--- src/hw/dbg_i2c_pkg.sv ---
// Debug I2C slave shared definitions
// Protocol widths, command byte fields and FSM encodings
`default_nettype none

package dbg_i2c_pkg;

  //======================================================================
  // Protocol widths
  //======================================================================
  localparam int I2C_ADDR_W = 7;  // 7-bit device address
  localparam int DBG_ADDR_W = 6;  // Debug register index
  localparam int DBG_DATA_W = 16; // Debug register word
  localparam int BYTE_W     = 8;
  localparam int SHIFT_W    = 9;  // Byte plus marker bit

  // Command byte fields
  localparam int CMD_WR_BIT = 7;  // 1 = write, 0 = read
  localparam int CMD_BW_BIT = 6;  // 1 = 8-bit access

  typedef logic [I2C_ADDR_W-1:0] i2c_addr_t;
  typedef logic [DBG_ADDR_W-1:0] dbg_addr_t;
  typedef logic [DBG_DATA_W-1:0] dbg_data_t;
  typedef logic [BYTE_W-1:0]     byte_t;

  //======================================================================
  // State and opcode encodings
  //======================================================================
  typedef enum logic [2:0] {
    RX_ADDR,      // Waiting for address byte
    RX_ADDR_ACK,  // Slave ACKs the address
    RX_DATA,
    RX_DATA_ACK,
    TX_DATA,      // Slave shifting out a byte
    TX_DATA_ACK   // Master ACK or NACK
  } i2c_state_e;

  typedef enum logic [2:0] {
    RX_CMD,
    RX_BYTE_LO,
    RX_BYTE_HI,
    TX_BYTE_LO,
    TX_BYTE_HI
  } dbg_state_e;

  typedef enum logic {
    OP_READ  = 1'b0,
    OP_WRITE = 1'b1
  } dbg_op_e;

endpackage

`default_nettype wire

--- src/hw/dbg_i2c_ifs.sv ---
// Debug I2C slave internal interfaces
// Filtered line events, byte-level handoff and command control pulses
`timescale 1ns/1ps
`default_nettype none

// Filtered SCL/SDA levels and events from the front end
interface i2c_line_if;
  logic sda;        // Filtered SDA
  logic scl_level;  // Filtered SCL
  logic scl_fe;     // SCL fall, one cycle
  logic scl_re;     // SCL rise, one cycle
  logic scl_sample; // scl_re two cycles later
  logic start_det;
  logic stop_det;

  modport source (output sda, scl_level, scl_fe, scl_re, scl_sample, start_det, stop_det);
  modport sink   (input  sda, scl_level, scl_fe, scl_re, scl_sample, start_det, stop_det);
endinterface

// Byte handoff between the engine and the command layer
interface i2c_byte_if;
  logic               rx_done; // Data byte received, address excluded
  logic               tx_done; // Byte fully shifted out
  dbg_i2c_pkg::byte_t rx_byte;
  dbg_i2c_pkg::byte_t tx_byte; // Loaded on SCL rise of ACK bit

  modport engine  (output rx_done, tx_done, rx_byte, input tx_byte);
  modport monitor (input  rx_done, tx_done, rx_byte, tx_byte);
  modport access  (input  rx_byte, output tx_byte);
endinterface

// Command FSM to register access
interface dbg_reg_ctrl_if;
  logic cmd_valid; // Command byte accepted
  logic lo_valid;  // Low data byte accepted
  logic hi_valid;  // High data byte accepted
  logic tx_hi_sel; // Sending high byte
  logic bw;        // 8-bit access

  modport source (output cmd_valid, lo_valid, hi_valid, tx_hi_sel, bw);
  modport sink   (input  cmd_valid, lo_valid, hi_valid, tx_hi_sel, bw);
endinterface

`default_nettype wire

--- src/hw/i2c_line_frontend.sv ---
// I2C line front end
// Synchronizes and majority-filters SCL/SDA, detects edges, START and STOP
`timescale 1ns/1ps
`default_nettype none

module i2c_line_frontend (
  input  logic     dbg_clk,
  input  logic     dbg_rst,
  input  logic     scl_pin,
  input  logic     sda_pin,
  i2c_line_if.source line
);

  // Both pins handled side by side, bit 1 = SCL, bit 0 = SDA
  logic [1:0] sync_q1;
  logic [1:0] sync_q2;
  logic [1:0] hist_q1;
  logic [1:0] hist_q2;
  logic [1:0] filt;
  logic [1:0] filt_q;
  logic [1:0] scl_re_dly;
  logic       scl_re;
  logic       sda_fe;
  logic       sda_re;

  //======================================================================
  // Synchronizer and history
  //======================================================================
  always_ff @(posedge dbg_clk or posedge dbg_rst) begin
    if (dbg_rst) begin
      sync_q1 <= 2'b11;  // Idle bus is high
      sync_q2 <= 2'b11;
      hist_q1 <= 2'b11;
      hist_q2 <= 2'b11;
    end else begin
      sync_q1 <= {scl_pin, sda_pin};
      sync_q2 <= sync_q1;
      hist_q1 <= sync_q2;
      hist_q2 <= hist_q1;
    end
  end

  // 2 of 3 vote over current sample and history
  assign filt = (sync_q2 & hist_q1) |
                (sync_q2 & hist_q2) |
                (hist_q1 & hist_q2);

  //======================================================================
  // Edge detection
  //======================================================================
  always_ff @(posedge dbg_clk or posedge dbg_rst) begin
    if (dbg_rst) begin
      filt_q     <= 2'b11;
      scl_re_dly <= 2'b00;
    end else begin
      filt_q     <= filt;
      scl_re_dly <= {scl_re_dly[0], scl_re};  // SDA settles before sampling
    end
  end

  assign scl_re = ~filt_q[1] &  filt[1];
  assign sda_fe =  filt_q[0] & ~filt[0];
  assign sda_re = ~filt_q[0] &  filt[0];

  assign line.sda        = filt[0];
  assign line.scl_level  = filt[1];
  assign line.scl_fe     = filt_q[1] & ~filt[1];
  assign line.scl_re     = scl_re;
  assign line.scl_sample = scl_re_dly[1];

  // SDA moving while SCL high marks a frame boundary
  assign line.start_det  = sda_fe & filt[1];
  assign line.stop_det   = sda_re & filt[1];

endmodule

`default_nettype wire

--- src/hw/i2c_byte_engine.sv ---
// I2C slave byte engine
// Bus tracking, byte FSM, 9-bit shift register, address match and SDA drive
`timescale 1ns/1ps
`default_nettype none

module i2c_byte_engine (
  input  logic                   dbg_clk,
  input  logic                   dbg_rst,
  i2c_line_if.sink               line,
  i2c_byte_if.engine             bytes,
  input  dbg_i2c_pkg::i2c_addr_t slave_addr,
  output logic                   sda_out
);

  dbg_i2c_pkg::i2c_state_e          state_q;
  dbg_i2c_pkg::i2c_state_e          state_d;
  logic [dbg_i2c_pkg::SHIFT_W-1:0]  shift_q;
  logic [dbg_i2c_pkg::SHIFT_W-1:0]  shift_d;
  logic active_q;
  logic active;
  logic bus_init;   // Force FSM and shifter back to idle
  logic addr_miss;
  logic rx_en, tx_en, tx_en_pre;
  logic rx_last, tx_last;
  logic rx_init, tx_init, rx_shift, tx_shift;

  //======================================================================
  // Bus activity
  //======================================================================
  always_ff @(posedge dbg_clk or posedge dbg_rst) begin
    if (dbg_rst)                             active_q <= 1'b0;
    else if (line.start_det)                 active_q <= 1'b1;
    else if (line.stop_det || addr_miss)     active_q <= 1'b0;  // Not us, or frame done
  end

  assign active   = active_q & ~line.stop_det;
  assign bus_init = ~active | line.start_det;

  // Marker bit reaches the top after 8 shifts
  assign rx_last   = rx_en & line.scl_fe & shift_q[dbg_i2c_pkg::SHIFT_W-1];
  assign tx_last   = tx_en & line.scl_fe & (shift_q == {1'b1, dbg_i2c_pkg::byte_t'(0)});
  assign addr_miss = (state_q == dbg_i2c_pkg::RX_ADDR) && rx_last &&
                     (shift_q[dbg_i2c_pkg::BYTE_W-1:1] != slave_addr);

  //======================================================================
  // Byte FSM
  //======================================================================
  always_comb begin
    state_d = state_q;
    if (bus_init) begin
      state_d = dbg_i2c_pkg::RX_ADDR;
    end else begin
      case (state_q)
        dbg_i2c_pkg::RX_ADDR:
          if (rx_last && !addr_miss) state_d = dbg_i2c_pkg::RX_ADDR_ACK;
        dbg_i2c_pkg::RX_ADDR_ACK:  // LSB of address byte is R/W
          if (line.scl_fe) state_d = shift_q[0] ? dbg_i2c_pkg::TX_DATA : dbg_i2c_pkg::RX_DATA;
        dbg_i2c_pkg::RX_DATA:
          if (rx_last) state_d = dbg_i2c_pkg::RX_DATA_ACK;
        dbg_i2c_pkg::RX_DATA_ACK:
          if (line.scl_fe) state_d = dbg_i2c_pkg::RX_DATA;
        dbg_i2c_pkg::TX_DATA:
          if (tx_last) state_d = dbg_i2c_pkg::TX_DATA_ACK;
        dbg_i2c_pkg::TX_DATA_ACK:  // NACK ends the read
          if (line.scl_fe) state_d = line.sda ? dbg_i2c_pkg::RX_ADDR : dbg_i2c_pkg::TX_DATA;
        default: state_d = dbg_i2c_pkg::RX_ADDR;
      endcase
    end
  end

  always_ff @(posedge dbg_clk or posedge dbg_rst) begin
    if (dbg_rst) state_q <= dbg_i2c_pkg::RX_ADDR;
    else         state_q <= state_d;
  end

  //======================================================================
  // Shift register
  //======================================================================
  assign rx_en     = (state_q == dbg_i2c_pkg::RX_ADDR) || (state_q == dbg_i2c_pkg::RX_DATA) ||
                     (state_q == dbg_i2c_pkg::RX_DATA_ACK);
  assign tx_en     = (state_q == dbg_i2c_pkg::TX_DATA) || (state_q == dbg_i2c_pkg::TX_DATA_ACK);
  assign tx_en_pre = (state_d == dbg_i2c_pkg::TX_DATA) || (state_d == dbg_i2c_pkg::TX_DATA_ACK);

  assign rx_init  = bus_init ||
                    ((state_q == dbg_i2c_pkg::RX_ADDR_ACK) && line.scl_fe && !shift_q[0]) ||
                    ((state_q == dbg_i2c_pkg::RX_DATA_ACK) && line.scl_fe);
  assign tx_init  = ((state_q == dbg_i2c_pkg::RX_ADDR_ACK) && line.scl_re && shift_q[0]) ||
                    ((state_q == dbg_i2c_pkg::TX_DATA_ACK) && line.scl_re);
  assign rx_shift = rx_en && line.scl_sample && line.scl_level;  // Drop if SCL already fell
  assign tx_shift = tx_en_pre && line.scl_fe && (shift_q != {1'b1, dbg_i2c_pkg::byte_t'(0)});

  always_comb begin
    if (rx_init)       shift_d = {dbg_i2c_pkg::byte_t'(0), 1'b1};     // Marker at bit 0
    else if (tx_init)  shift_d = {bytes.tx_byte, 1'b1};
    else if (rx_shift) shift_d = {shift_q[dbg_i2c_pkg::BYTE_W-1:0], line.sda};
    else if (tx_shift) shift_d = {shift_q[dbg_i2c_pkg::BYTE_W-1:0], 1'b0};
    else               shift_d = shift_q;
  end

  always_ff @(posedge dbg_clk or posedge dbg_rst) begin
    if (dbg_rst) shift_q <= {dbg_i2c_pkg::byte_t'(0), 1'b1};
    else         shift_q <= shift_d;
  end

  //======================================================================
  // SDA drive, changes only on SCL fall
  //======================================================================
  always_ff @(posedge dbg_clk or posedge dbg_rst) begin
    if (dbg_rst) begin
      sda_out <= 1'b1;  // Released
    end else if (line.scl_fe) begin
      sda_out <= ~((state_d == dbg_i2c_pkg::RX_ADDR_ACK) ||
                   (state_d == dbg_i2c_pkg::RX_DATA_ACK) ||
                   (tx_shift && !shift_q[dbg_i2c_pkg::SHIFT_W-1]));  // MSB first
    end
  end

  assign bytes.rx_done = rx_last && (state_q == dbg_i2c_pkg::RX_DATA);
  assign bytes.tx_done = tx_last;
  assign bytes.rx_byte = shift_q[dbg_i2c_pkg::BYTE_W-1:0];

endmodule

`default_nettype wire

--- src/hw/dbg_cmd_ctrl.sv ---
// Debug command controller
// Sequences command, low byte and high byte for register reads and writes
`timescale 1ns/1ps
`default_nettype none

module dbg_cmd_ctrl (
  input  logic           dbg_clk,
  input  logic           dbg_rst,
  i2c_byte_if.monitor    bytes,
  dbg_reg_ctrl_if.source ctrl
);

  dbg_i2c_pkg::dbg_state_e state_q;
  dbg_i2c_pkg::dbg_state_e state_d;
  dbg_i2c_pkg::dbg_op_e    op;       // Decoded from incoming command byte
  logic                    bw_q;

  assign op = bytes.rx_byte[dbg_i2c_pkg::CMD_WR_BIT] ? dbg_i2c_pkg::OP_WRITE
                                                     : dbg_i2c_pkg::OP_READ;

  //======================================================================
  // Command FSM
  //======================================================================
  always_comb begin
    state_d = state_q;
    case (state_q)
      dbg_i2c_pkg::RX_CMD:
        if (bytes.rx_done)
          state_d = (op == dbg_i2c_pkg::OP_WRITE) ? dbg_i2c_pkg::RX_BYTE_LO
                                                  : dbg_i2c_pkg::TX_BYTE_LO;
      dbg_i2c_pkg::RX_BYTE_LO:  // 8-bit write ends here
        if (bytes.rx_done) state_d = bw_q ? dbg_i2c_pkg::RX_CMD : dbg_i2c_pkg::RX_BYTE_HI;
      dbg_i2c_pkg::RX_BYTE_HI:
        if (bytes.rx_done) state_d = dbg_i2c_pkg::RX_CMD;
      dbg_i2c_pkg::TX_BYTE_LO:
        if (bytes.tx_done) state_d = bw_q ? dbg_i2c_pkg::RX_CMD : dbg_i2c_pkg::TX_BYTE_HI;
      dbg_i2c_pkg::TX_BYTE_HI:
        if (bytes.tx_done) state_d = dbg_i2c_pkg::RX_CMD;
      default: state_d = dbg_i2c_pkg::RX_CMD;
    endcase
  end

  always_ff @(posedge dbg_clk or posedge dbg_rst) begin
    if (dbg_rst) state_q <= dbg_i2c_pkg::RX_CMD;
    else         state_q <= state_d;
  end

  // Width flag held for the whole access
  always_ff @(posedge dbg_clk or posedge dbg_rst) begin
    if (dbg_rst) begin
      bw_q <= 1'b0;
    end else if (ctrl.cmd_valid) begin
      bw_q <= bytes.rx_byte[dbg_i2c_pkg::CMD_BW_BIT];
    end
  end

  //======================================================================
  // Pulses toward register access
  //======================================================================
  assign ctrl.cmd_valid = (state_q == dbg_i2c_pkg::RX_CMD)     && bytes.rx_done;
  assign ctrl.lo_valid  = (state_q == dbg_i2c_pkg::RX_BYTE_LO) && bytes.rx_done;
  assign ctrl.hi_valid  = (state_q == dbg_i2c_pkg::RX_BYTE_HI) && bytes.rx_done;
  assign ctrl.tx_hi_sel = (state_q == dbg_i2c_pkg::TX_BYTE_HI);
  assign ctrl.bw        = bw_q;

endmodule

`default_nettype wire

--- src/hw/dbg_reg_access.sv ---
// Debug register access
// Address and write data latches, write/read strobes, transmit byte select
`timescale 1ns/1ps
`default_nettype none

module dbg_reg_access (
  input  logic                   dbg_clk,
  input  logic                   dbg_rst,
  i2c_byte_if.access             bytes,
  dbg_reg_ctrl_if.sink           ctrl,
  input  dbg_i2c_pkg::dbg_data_t dbg_dout,
  output dbg_i2c_pkg::dbg_addr_t dbg_addr,
  output dbg_i2c_pkg::dbg_data_t dbg_din,
  output logic                   dbg_wr,
  output logic                   dbg_rd
);

  dbg_i2c_pkg::byte_t din_lo_q;
  dbg_i2c_pkg::byte_t din_hi_q;

  //======================================================================
  // Address and data latches
  //======================================================================
  always_ff @(posedge dbg_clk or posedge dbg_rst) begin
    if (dbg_rst)             dbg_addr <= '0;
    else if (ctrl.cmd_valid) dbg_addr <= bytes.rx_byte[dbg_i2c_pkg::DBG_ADDR_W-1:0];
  end

  always_ff @(posedge dbg_clk or posedge dbg_rst) begin
    if (dbg_rst) begin
      din_lo_q <= '0;
      din_hi_q <= '0;
    end else if (ctrl.lo_valid) begin
      din_lo_q <= bytes.rx_byte;
      din_hi_q <= '0;               // Zero for 8-bit writes
    end else if (ctrl.hi_valid) begin
      din_hi_q <= bytes.rx_byte;
    end
  end

  assign dbg_din = {din_hi_q, din_lo_q};

  //======================================================================
  // Strobes, one cycle each
  //======================================================================
  always_ff @(posedge dbg_clk or posedge dbg_rst) begin
    if (dbg_rst) begin
      dbg_wr <= 1'b0;
      dbg_rd <= 1'b0;
    end else begin
      dbg_wr <= ctrl.bw ? ctrl.lo_valid : ctrl.hi_valid;  // After last data byte
      dbg_rd <= ctrl.cmd_valid && !bytes.rx_byte[dbg_i2c_pkg::CMD_WR_BIT];
    end
  end

  // Read data goes out low byte first
  assign bytes.tx_byte = ctrl.tx_hi_sel ? dbg_dout[dbg_i2c_pkg::DBG_DATA_W-1:dbg_i2c_pkg::BYTE_W]
                                        : dbg_dout[dbg_i2c_pkg::BYTE_W-1:0];

endmodule

`default_nettype wire

--- src/hw/dbg_i2c_top.sv ---
// Debug I2C slave top level
// Front end, byte engine, command FSM and register access
`timescale 1ns/1ps
`default_nettype none

module dbg_i2c_top (
  input  logic                   dbg_clk,
  input  logic                   dbg_rst,
  input  logic                   dbg_i2c_scl,
  input  logic                   dbg_i2c_sda_in,
  input  dbg_i2c_pkg::i2c_addr_t dbg_i2c_addr,    // Our device address
  input  dbg_i2c_pkg::dbg_data_t dbg_dout,        // Register read data
  output logic                   dbg_i2c_sda_out, // Open-drain drive, 1 = release
  output dbg_i2c_pkg::dbg_addr_t dbg_addr,
  output dbg_i2c_pkg::dbg_data_t dbg_din,
  output logic                   dbg_wr,
  output logic                   dbg_rd
);

  i2c_line_if     line_if ();
  i2c_byte_if     byte_if ();
  dbg_reg_ctrl_if ctrl_if ();

  //======================================================================
  // I2C side
  //======================================================================
  i2c_line_frontend u_frontend (
    .dbg_clk (dbg_clk),
    .dbg_rst (dbg_rst),
    .scl_pin (dbg_i2c_scl),
    .sda_pin (dbg_i2c_sda_in),
    .line    (line_if.source)
  );

  i2c_byte_engine u_engine (
    .dbg_clk    (dbg_clk),
    .dbg_rst    (dbg_rst),
    .line       (line_if.sink),
    .bytes      (byte_if.engine),
    .slave_addr (dbg_i2c_addr),
    .sda_out    (dbg_i2c_sda_out)
  );

  //======================================================================
  // Debug register side
  //======================================================================
  dbg_cmd_ctrl u_cmd_ctrl (
    .dbg_clk (dbg_clk),
    .dbg_rst (dbg_rst),
    .bytes   (byte_if.monitor),
    .ctrl    (ctrl_if.source)
  );

  dbg_reg_access u_reg_access (
    .dbg_clk  (dbg_clk),
    .dbg_rst  (dbg_rst),
    .bytes    (byte_if.access),
    .ctrl     (ctrl_if.sink),
    .dbg_dout (dbg_dout),
    .dbg_addr (dbg_addr),
    .dbg_din  (dbg_din),
    .dbg_wr   (dbg_wr),
    .dbg_rd   (dbg_rd)
  );

endmodule

`default_nettype wire

--- config.mk ---
export PLATFORM = sky130hd
export DESIGN_NAME = dbg_i2c_top
export DESIGN_NICKNAME = d
export VERILOG_FILES = /design/src/hw/dbg_i2c_pkg.sv /design/src/hw/dbg_i2c_ifs.sv /design/src/hw/i2c_line_frontend.sv /design/src/hw/i2c_byte_engine.sv /design/src/hw/dbg_cmd_ctrl.sv /design/src/hw/dbg_reg_access.sv /design/src/hw/dbg_i2c_top.sv
export SDC_FILE = /design/constraint.sdc
export NUM_CORES = 1
export LEC_CHECK = 0
export BUFFER_PORTS_ARGS = -buffer_cell sky130_fd_sc_hd__buf_4
export CAP_MARGIN = 20
export CORE_MARGIN = 5
export CORE_UTILIZATION = 49
export DETAILED_ROUTE_END_ITERATION = 16
export GPL_TIMING_DRIVEN = 0
export PLACE_DENSITY_LB_ADDON = 0.2
export SLEW_MARGIN = 30
export SYNTH_ARGS = -nofsm -noshare
export SYNTH_HDL_FRONTEND = slang
export SYNTH_HIERARCHICAL = 1
export SYNTH_SLANG_ARGS = --single-unit
--- constraint.sdc ---
create_clock -name dbg_clk -period 3.74 [get_ports dbg_clk]
set_input_delay 0.187 -clock dbg_clk [delete_from_list [all_inputs] [get_ports dbg_clk]]
set_output_delay 0.187 -clock dbg_clk [all_outputs]
set_load 0.05 [all_outputs]
==> impl_metrics.env <==
export IMPL_critPathMaxFanout=10
export IMPL_critical_path_startpoint_type="flop"
export IMPL_worst_ep_required_time_ns=3.94
export IMPL_yosysSeqAreaShare_pct=47.71
export IMPL_net_switching_power_uw=284.5
export IMPL_worst_case_clock_skew_ns=0.009508
export IMPL_finalNetCount=327
export IMPL_placeableCoreArea_mm2=0.005608
export IMPL_power_share_clock_pct=31.4
export IMPL_drtPass1Iterations=4
export IMPL_cts_hold_buffers_added=3
export IMPL_antenna_found_initial=0
export IMPL_gp_congestion=0.8141
export IMPL_compound_gate_fraction_of_synth_area_pct=11.01
export IMPL_clk_sinks=54
export IMPL_post_synth_xor_area_fraction_pct=2.446
export IMPL_total_power_density_per_cell_area_mw_per_mm2=313.7
export IMPL_multi_input_combinational_cell_area_mm2=0.001257
export IMPL_timing_final_crit_share_pct=82.55
export IMPL_num_io_pins=52
export IMPL_syn2layout_area_growth_pct=21.14
export IMPL_track_usage_pct=17.62
export IMPL_dp_hpwl_mm=4.628
export IMPL_detailedRoute_firstIterationViolations=82
export IMPL_layout_area_seq_mm2=0.001366
export IMPL_fin_worst_hold_slack_ns=0.2303
export IMPL_dieArea_mm2=0.007474
export IMPL_post_synth_inst_count=239
export IMPL_synth_ff_type="sky130_fd_sc_hd__dfrtp_1"
export IMPL_cp_arrival_ns=3.29
export IMPL_vdd_ir_drop_max_v=0.0001825
export IMPL_postCtsSetupRepairBufs=0
export IMPL_pre_cts_ws_ns=0.6529
export IMPL_wire_length_of_the_first_global_routing_pass_mm=10.41
export IMPL_internal_power_uw=804.0
export IMPL_cts_repair_resized=0
export IMPL_p_sw_share_pct=26.14
export IMPL_p_seq_share_pct=56.1
export IMPL_timing_hold_violations_final=0
export IMPL_grt_start_max_net_pins=25
export IMPL_cts_buffer_depth=2
export IMPL_vias=2035
export IMPL_dp_cells=362
export IMPL_avgRoutedWirePerCell_um=16.36
export IMPL_clock_tree_htree_level_count=2
export IMPL_postLayoutCoreUtil_pct=61.87
export IMPL_min_period_ns=3.087
export IMPL_place_port_buffers=51
export IMPL_cp_end_kind="flop"
export IMPL_max_freq_ghz=0.3239
export IMPL_cts_made_buffers=5
export IMPL_rsz0062_at_grt="no"
export IMPL_layout_drive_gt1_share_pct=47.51
export IMPL_rows=27
export IMPL_ys_async_sr_fraction_pct=100.0
export IMPL_ys_warn_count=6
export IMPL_maxSlewHeadroom_pct=56.28
export IMPL_status="completed"
export IMPL_timing_final_max_slew_violations=0
export IMPL_finalSetupTns_ns=0
export IMPL_via_count_of_the_first_global_routing_pass=2053
export IMPL_worst_setup_path_type="reg2reg"
export IMPL_global_route_overflow_total=0
export IMPL_simple_gate_area_share_of_the_yosys_netlist_pct=15.90
export IMPL_chipWidth_um=86.45
export IMPL_power_leakage_uw=0.001645
export IMPL_max_cap_viol_count=0
export IMPL_synth_fp_nets=266
export IMPL_worst_pin_slew_ns=0.6522
export IMPL_synth_adder_area_share_pct=0.7864
export IMPL_syn_area_mm2=0.002864
export IMPL_postSynthAreaPerCell_um2=11.98
export IMPL_yosysUniqueCellTypes=52
export IMPL_count_of_state_elements_after_synthesis=54
export IMPL_worst_skew_pair_late_latency_ns=0.31
export IMPL_timing_hold_worst_class="in2reg"
export IMPL_cts_root_buf="sky130_fd_sc_hd__clkbuf_8"
export IMPL_cts_tree="yes"
export IMPL_ant_nets=0
export IMPL_remaining_drc_errors=0
export IMPL_floorplan_initialDensity_pct=51.07
export IMPL_timing_final_setup_violations=0
export IMPL_final_cells=373
export IMPL_main_combinational_cell_family_by_area_after_synthesis="simple AND/OR/NAND/NOR gates"
export IMPL_yosys_mux_area_fraction_pct=13.59
export IMPL_drt_vias_per_instance=5.456
export IMPL_insertedDiodeCount=0
export IMPL_floorplan_die_height_um=86.45
export IMPL_finalWorstSetupSlack_ns=0.6527
export IMPL_synth_edff_count=0
export IMPL_combinational_share_of_power_pct=12.5
export IMPL_wirelength_mm=6.104
export IMPL_layout_filler_cells=494
export IMPL_cts_clk_slew_worst_paths_ns=0.11
[cells by family after synthesis]
family	after synthesis
xor gates and xnor gates	8
buffers and inverters	35
muxes	35
and+or+nand+nor	72
adders and majority gates	2
DFF	54
AOI/OAI and AO/OA	33
[area by class of cell]
class	count	area share, %
sequential	54	39.38
timing repair buffer	54	11.90
clock buffer	5	1.983
clock inverter	3	0.8294
inverter	10	1.082
multi-input combinational	150	36.24
tap	72	2.596
buffer	25	5.986
[registers in the layout, summed over array words and instances, names as in the netlist]
name                   flops
u_reg_access/dbg_rd        1
u_engine/sda_out           1
u_engine/shift_q           9
u_reg_access/dbg_addr      6
u_frontend/hist_q2         2
u_reg_access/din_lo_q      8
u_reg_access/din_hi_q      8
u_frontend/filt_q          2
u_cmd_ctrl/ctrl.bw         1
u_frontend/scl_re_dly      2
u_frontend/sync_q2         2
u_engine/state_q           3
u_frontend/sync_q1         2
u_frontend/hist_q1         2
u_cmd_ctrl/state_q         3
u_engine/active_q          1
u_reg_access/dbg_wr        1
[power by group through the flow]
stage / Sequential (uW) / Clock [uW] / Combinational [uW]
after global routing: 612 / 379 / 149
after detailed placement: 621 / 0 / 134
after global placement: 621 / 0 / 131
after CTS: 610 / 354 / 137
after floorplan: 618 / 0 / 90.0
final: 610 / 342 / 136
[stage by stage]
step	instance area, um2	total power [uW]
after floorplan	2864	707.9
final	3470	1089
after global routing	3470	1141
after CTS	3465	1101
after detailed placement	3337	754.7
after global placement	3337	751.9
[placed cells by master (no fill, tap or decap), types with 3 or more instances in the layout]
cell type                        n
sky130_fd_sc_hd__clkbuf_8        5
sky130_fd_sc_hd__inv_1           8
sky130_fd_sc_hd__o211ai_2        7
sky130_fd_sc_hd__nand2b_1        3
sky130_fd_sc_hd__buf_6           5
sky130_fd_sc_hd__dlygate4sd3_1   3
sky130_fd_sc_hd__dfstp_2        12
sky130_fd_sc_hd__xor2_1          4
sky130_fd_sc_hd__buf_2           4
sky130_fd_sc_hd__xnor2_1         4
sky130_fd_sc_hd__nor3b_1         5
sky130_fd_sc_hd__buf_4          64
sky130_fd_sc_hd__mux2i_1        10
sky130_fd_sc_hd__a31oi_1         3
sky130_fd_sc_hd__nor2b_1         7
sky130_fd_sc_hd__nand3_1        17
sky130_fd_sc_hd__dfrtp_1        42
sky130_fd_sc_hd__nand2_1         6
sky130_fd_sc_hd__nor2_1         14
sky130_fd_sc_hd__mux2_2         23
sky130_fd_sc_hd__a32oi_1         8
[worst paths after layout]
| kind | from | end | slack (ns) | cells past startpoint |
|---|---|---|---|---|
| worst min register to register | u_frontend/sync_q1[0] | u_frontend/sync_q2[0] | 0.36 | 0 |
| worst max register to register | u_frontend/hist_q1[1] | u_reg_access/din_lo_q[0] | 0.65 | 11 |
| max in group asynchronous | dbg_rst | u_engine/sda_out | 2.84 | 3 |
| worst min-delay path | dbg_dout[7] | u_engine/shift_q[8] | 0.23 | 4 |
| worst max-delay path | u_frontend/hist_q1[1] | u_reg_access/din_lo_q[0] | 0.65 | 11 |
| min in group asynchronous | dbg_rst | u_cmd_ctrl/state_q[1] | 0.34 | 3 |
[critical path, cell delays in order, from the launching register on]
cell	delay (ns)
sky130_fd_sc_hd__dfstp_2	0.38
sky130_fd_sc_hd__maj3_2	0.35
sky130_fd_sc_hd__nor2b_1	0.12
sky130_fd_sc_hd__buf_4	0.17
sky130_fd_sc_hd__inv_2	0.05
sky130_fd_sc_hd__or4_4	0.55
sky130_fd_sc_hd__nor2_1	0.36
sky130_fd_sc_hd__nand2b_4	0.11
sky130_fd_sc_hd__nor3b_1	0.26
sky130_fd_sc_hd__buf_6	0.18
sky130_fd_sc_hd__buf_8	0.14
sky130_fd_sc_hd__mux2_4	0.29
[Yosys cell counts (2+ instances only)]
library cell | number | area share (%)
sky130_fd_sc_hd__buf_8 | 2 | 1.0
sky130_fd_sc_hd__nor3b_1 | 5 | 1.3
sky130_fd_sc_hd__a32oi_1 | 8 | 2.4
sky130_fd_sc_hd__o211ai_2 | 7 | 3.1
sky130_fd_sc_hd__buf_4 | 13 | 3.4
sky130_fd_sc_hd__nand2b_1 | 3 | 0.66
sky130_fd_sc_hd__a31oi_1 | 3 | 0.66
sky130_fd_sc_hd__nand2_1 | 6 | 0.79
sky130_fd_sc_hd__maj3_2 | 2 | 0.79
sky130_fd_sc_hd__nor2b_1 | 7 | 1.5
sky130_fd_sc_hd__xnor2_1 | 4 | 1.2
sky130_fd_sc_hd__mux2i_1 | 10 | 3.5
sky130_fd_sc_hd__nand2b_4 | 2 | 0.96
sky130_fd_sc_hd__and4bb_2 | 2 | 0.87
sky130_fd_sc_hd__dfstp_2 | 12 | 11
sky130_fd_sc_hd__nand4_1 | 2 | 0.44
sky130_fd_sc_hd__nand3_1 | 17 | 3.0
sky130_fd_sc_hd__xor2_1 | 4 | 1.2
sky130_fd_sc_hd__and3_1 | 2 | 0.44
sky130_fd_sc_hd__inv_1 | 9 | 1.2
sky130_fd_sc_hd__a21oi_1 | 2 | 0.35
sky130_fd_sc_hd__mux2_4 | 2 | 1.0
sky130_fd_sc_hd__nor2_1 | 14 | 1.8
sky130_fd_sc_hd__nor3_1 | 3 | 0.52
sky130_fd_sc_hd__buf_2 | 4 | 0.70
sky130_fd_sc_hd__dfrtp_1 | 42 | 37
sky130_fd_sc_hd__buf_6 | 5 | 2.0
sky130_fd_sc_hd__mux2_2 | 23 | 9.0
[metal layers]
metal  wire length [um]  vias up  track usage, %  share of wire [%]
li1                   -      974               -                  -
met1               2917      999           26.60                 48
met2               2832       58           25.94                 46
met3                298        4           3.612                4.9
met4                 56        0           4.249               0.92
met5                  0        -               0                  0
(Power assumes the default switching activity.)
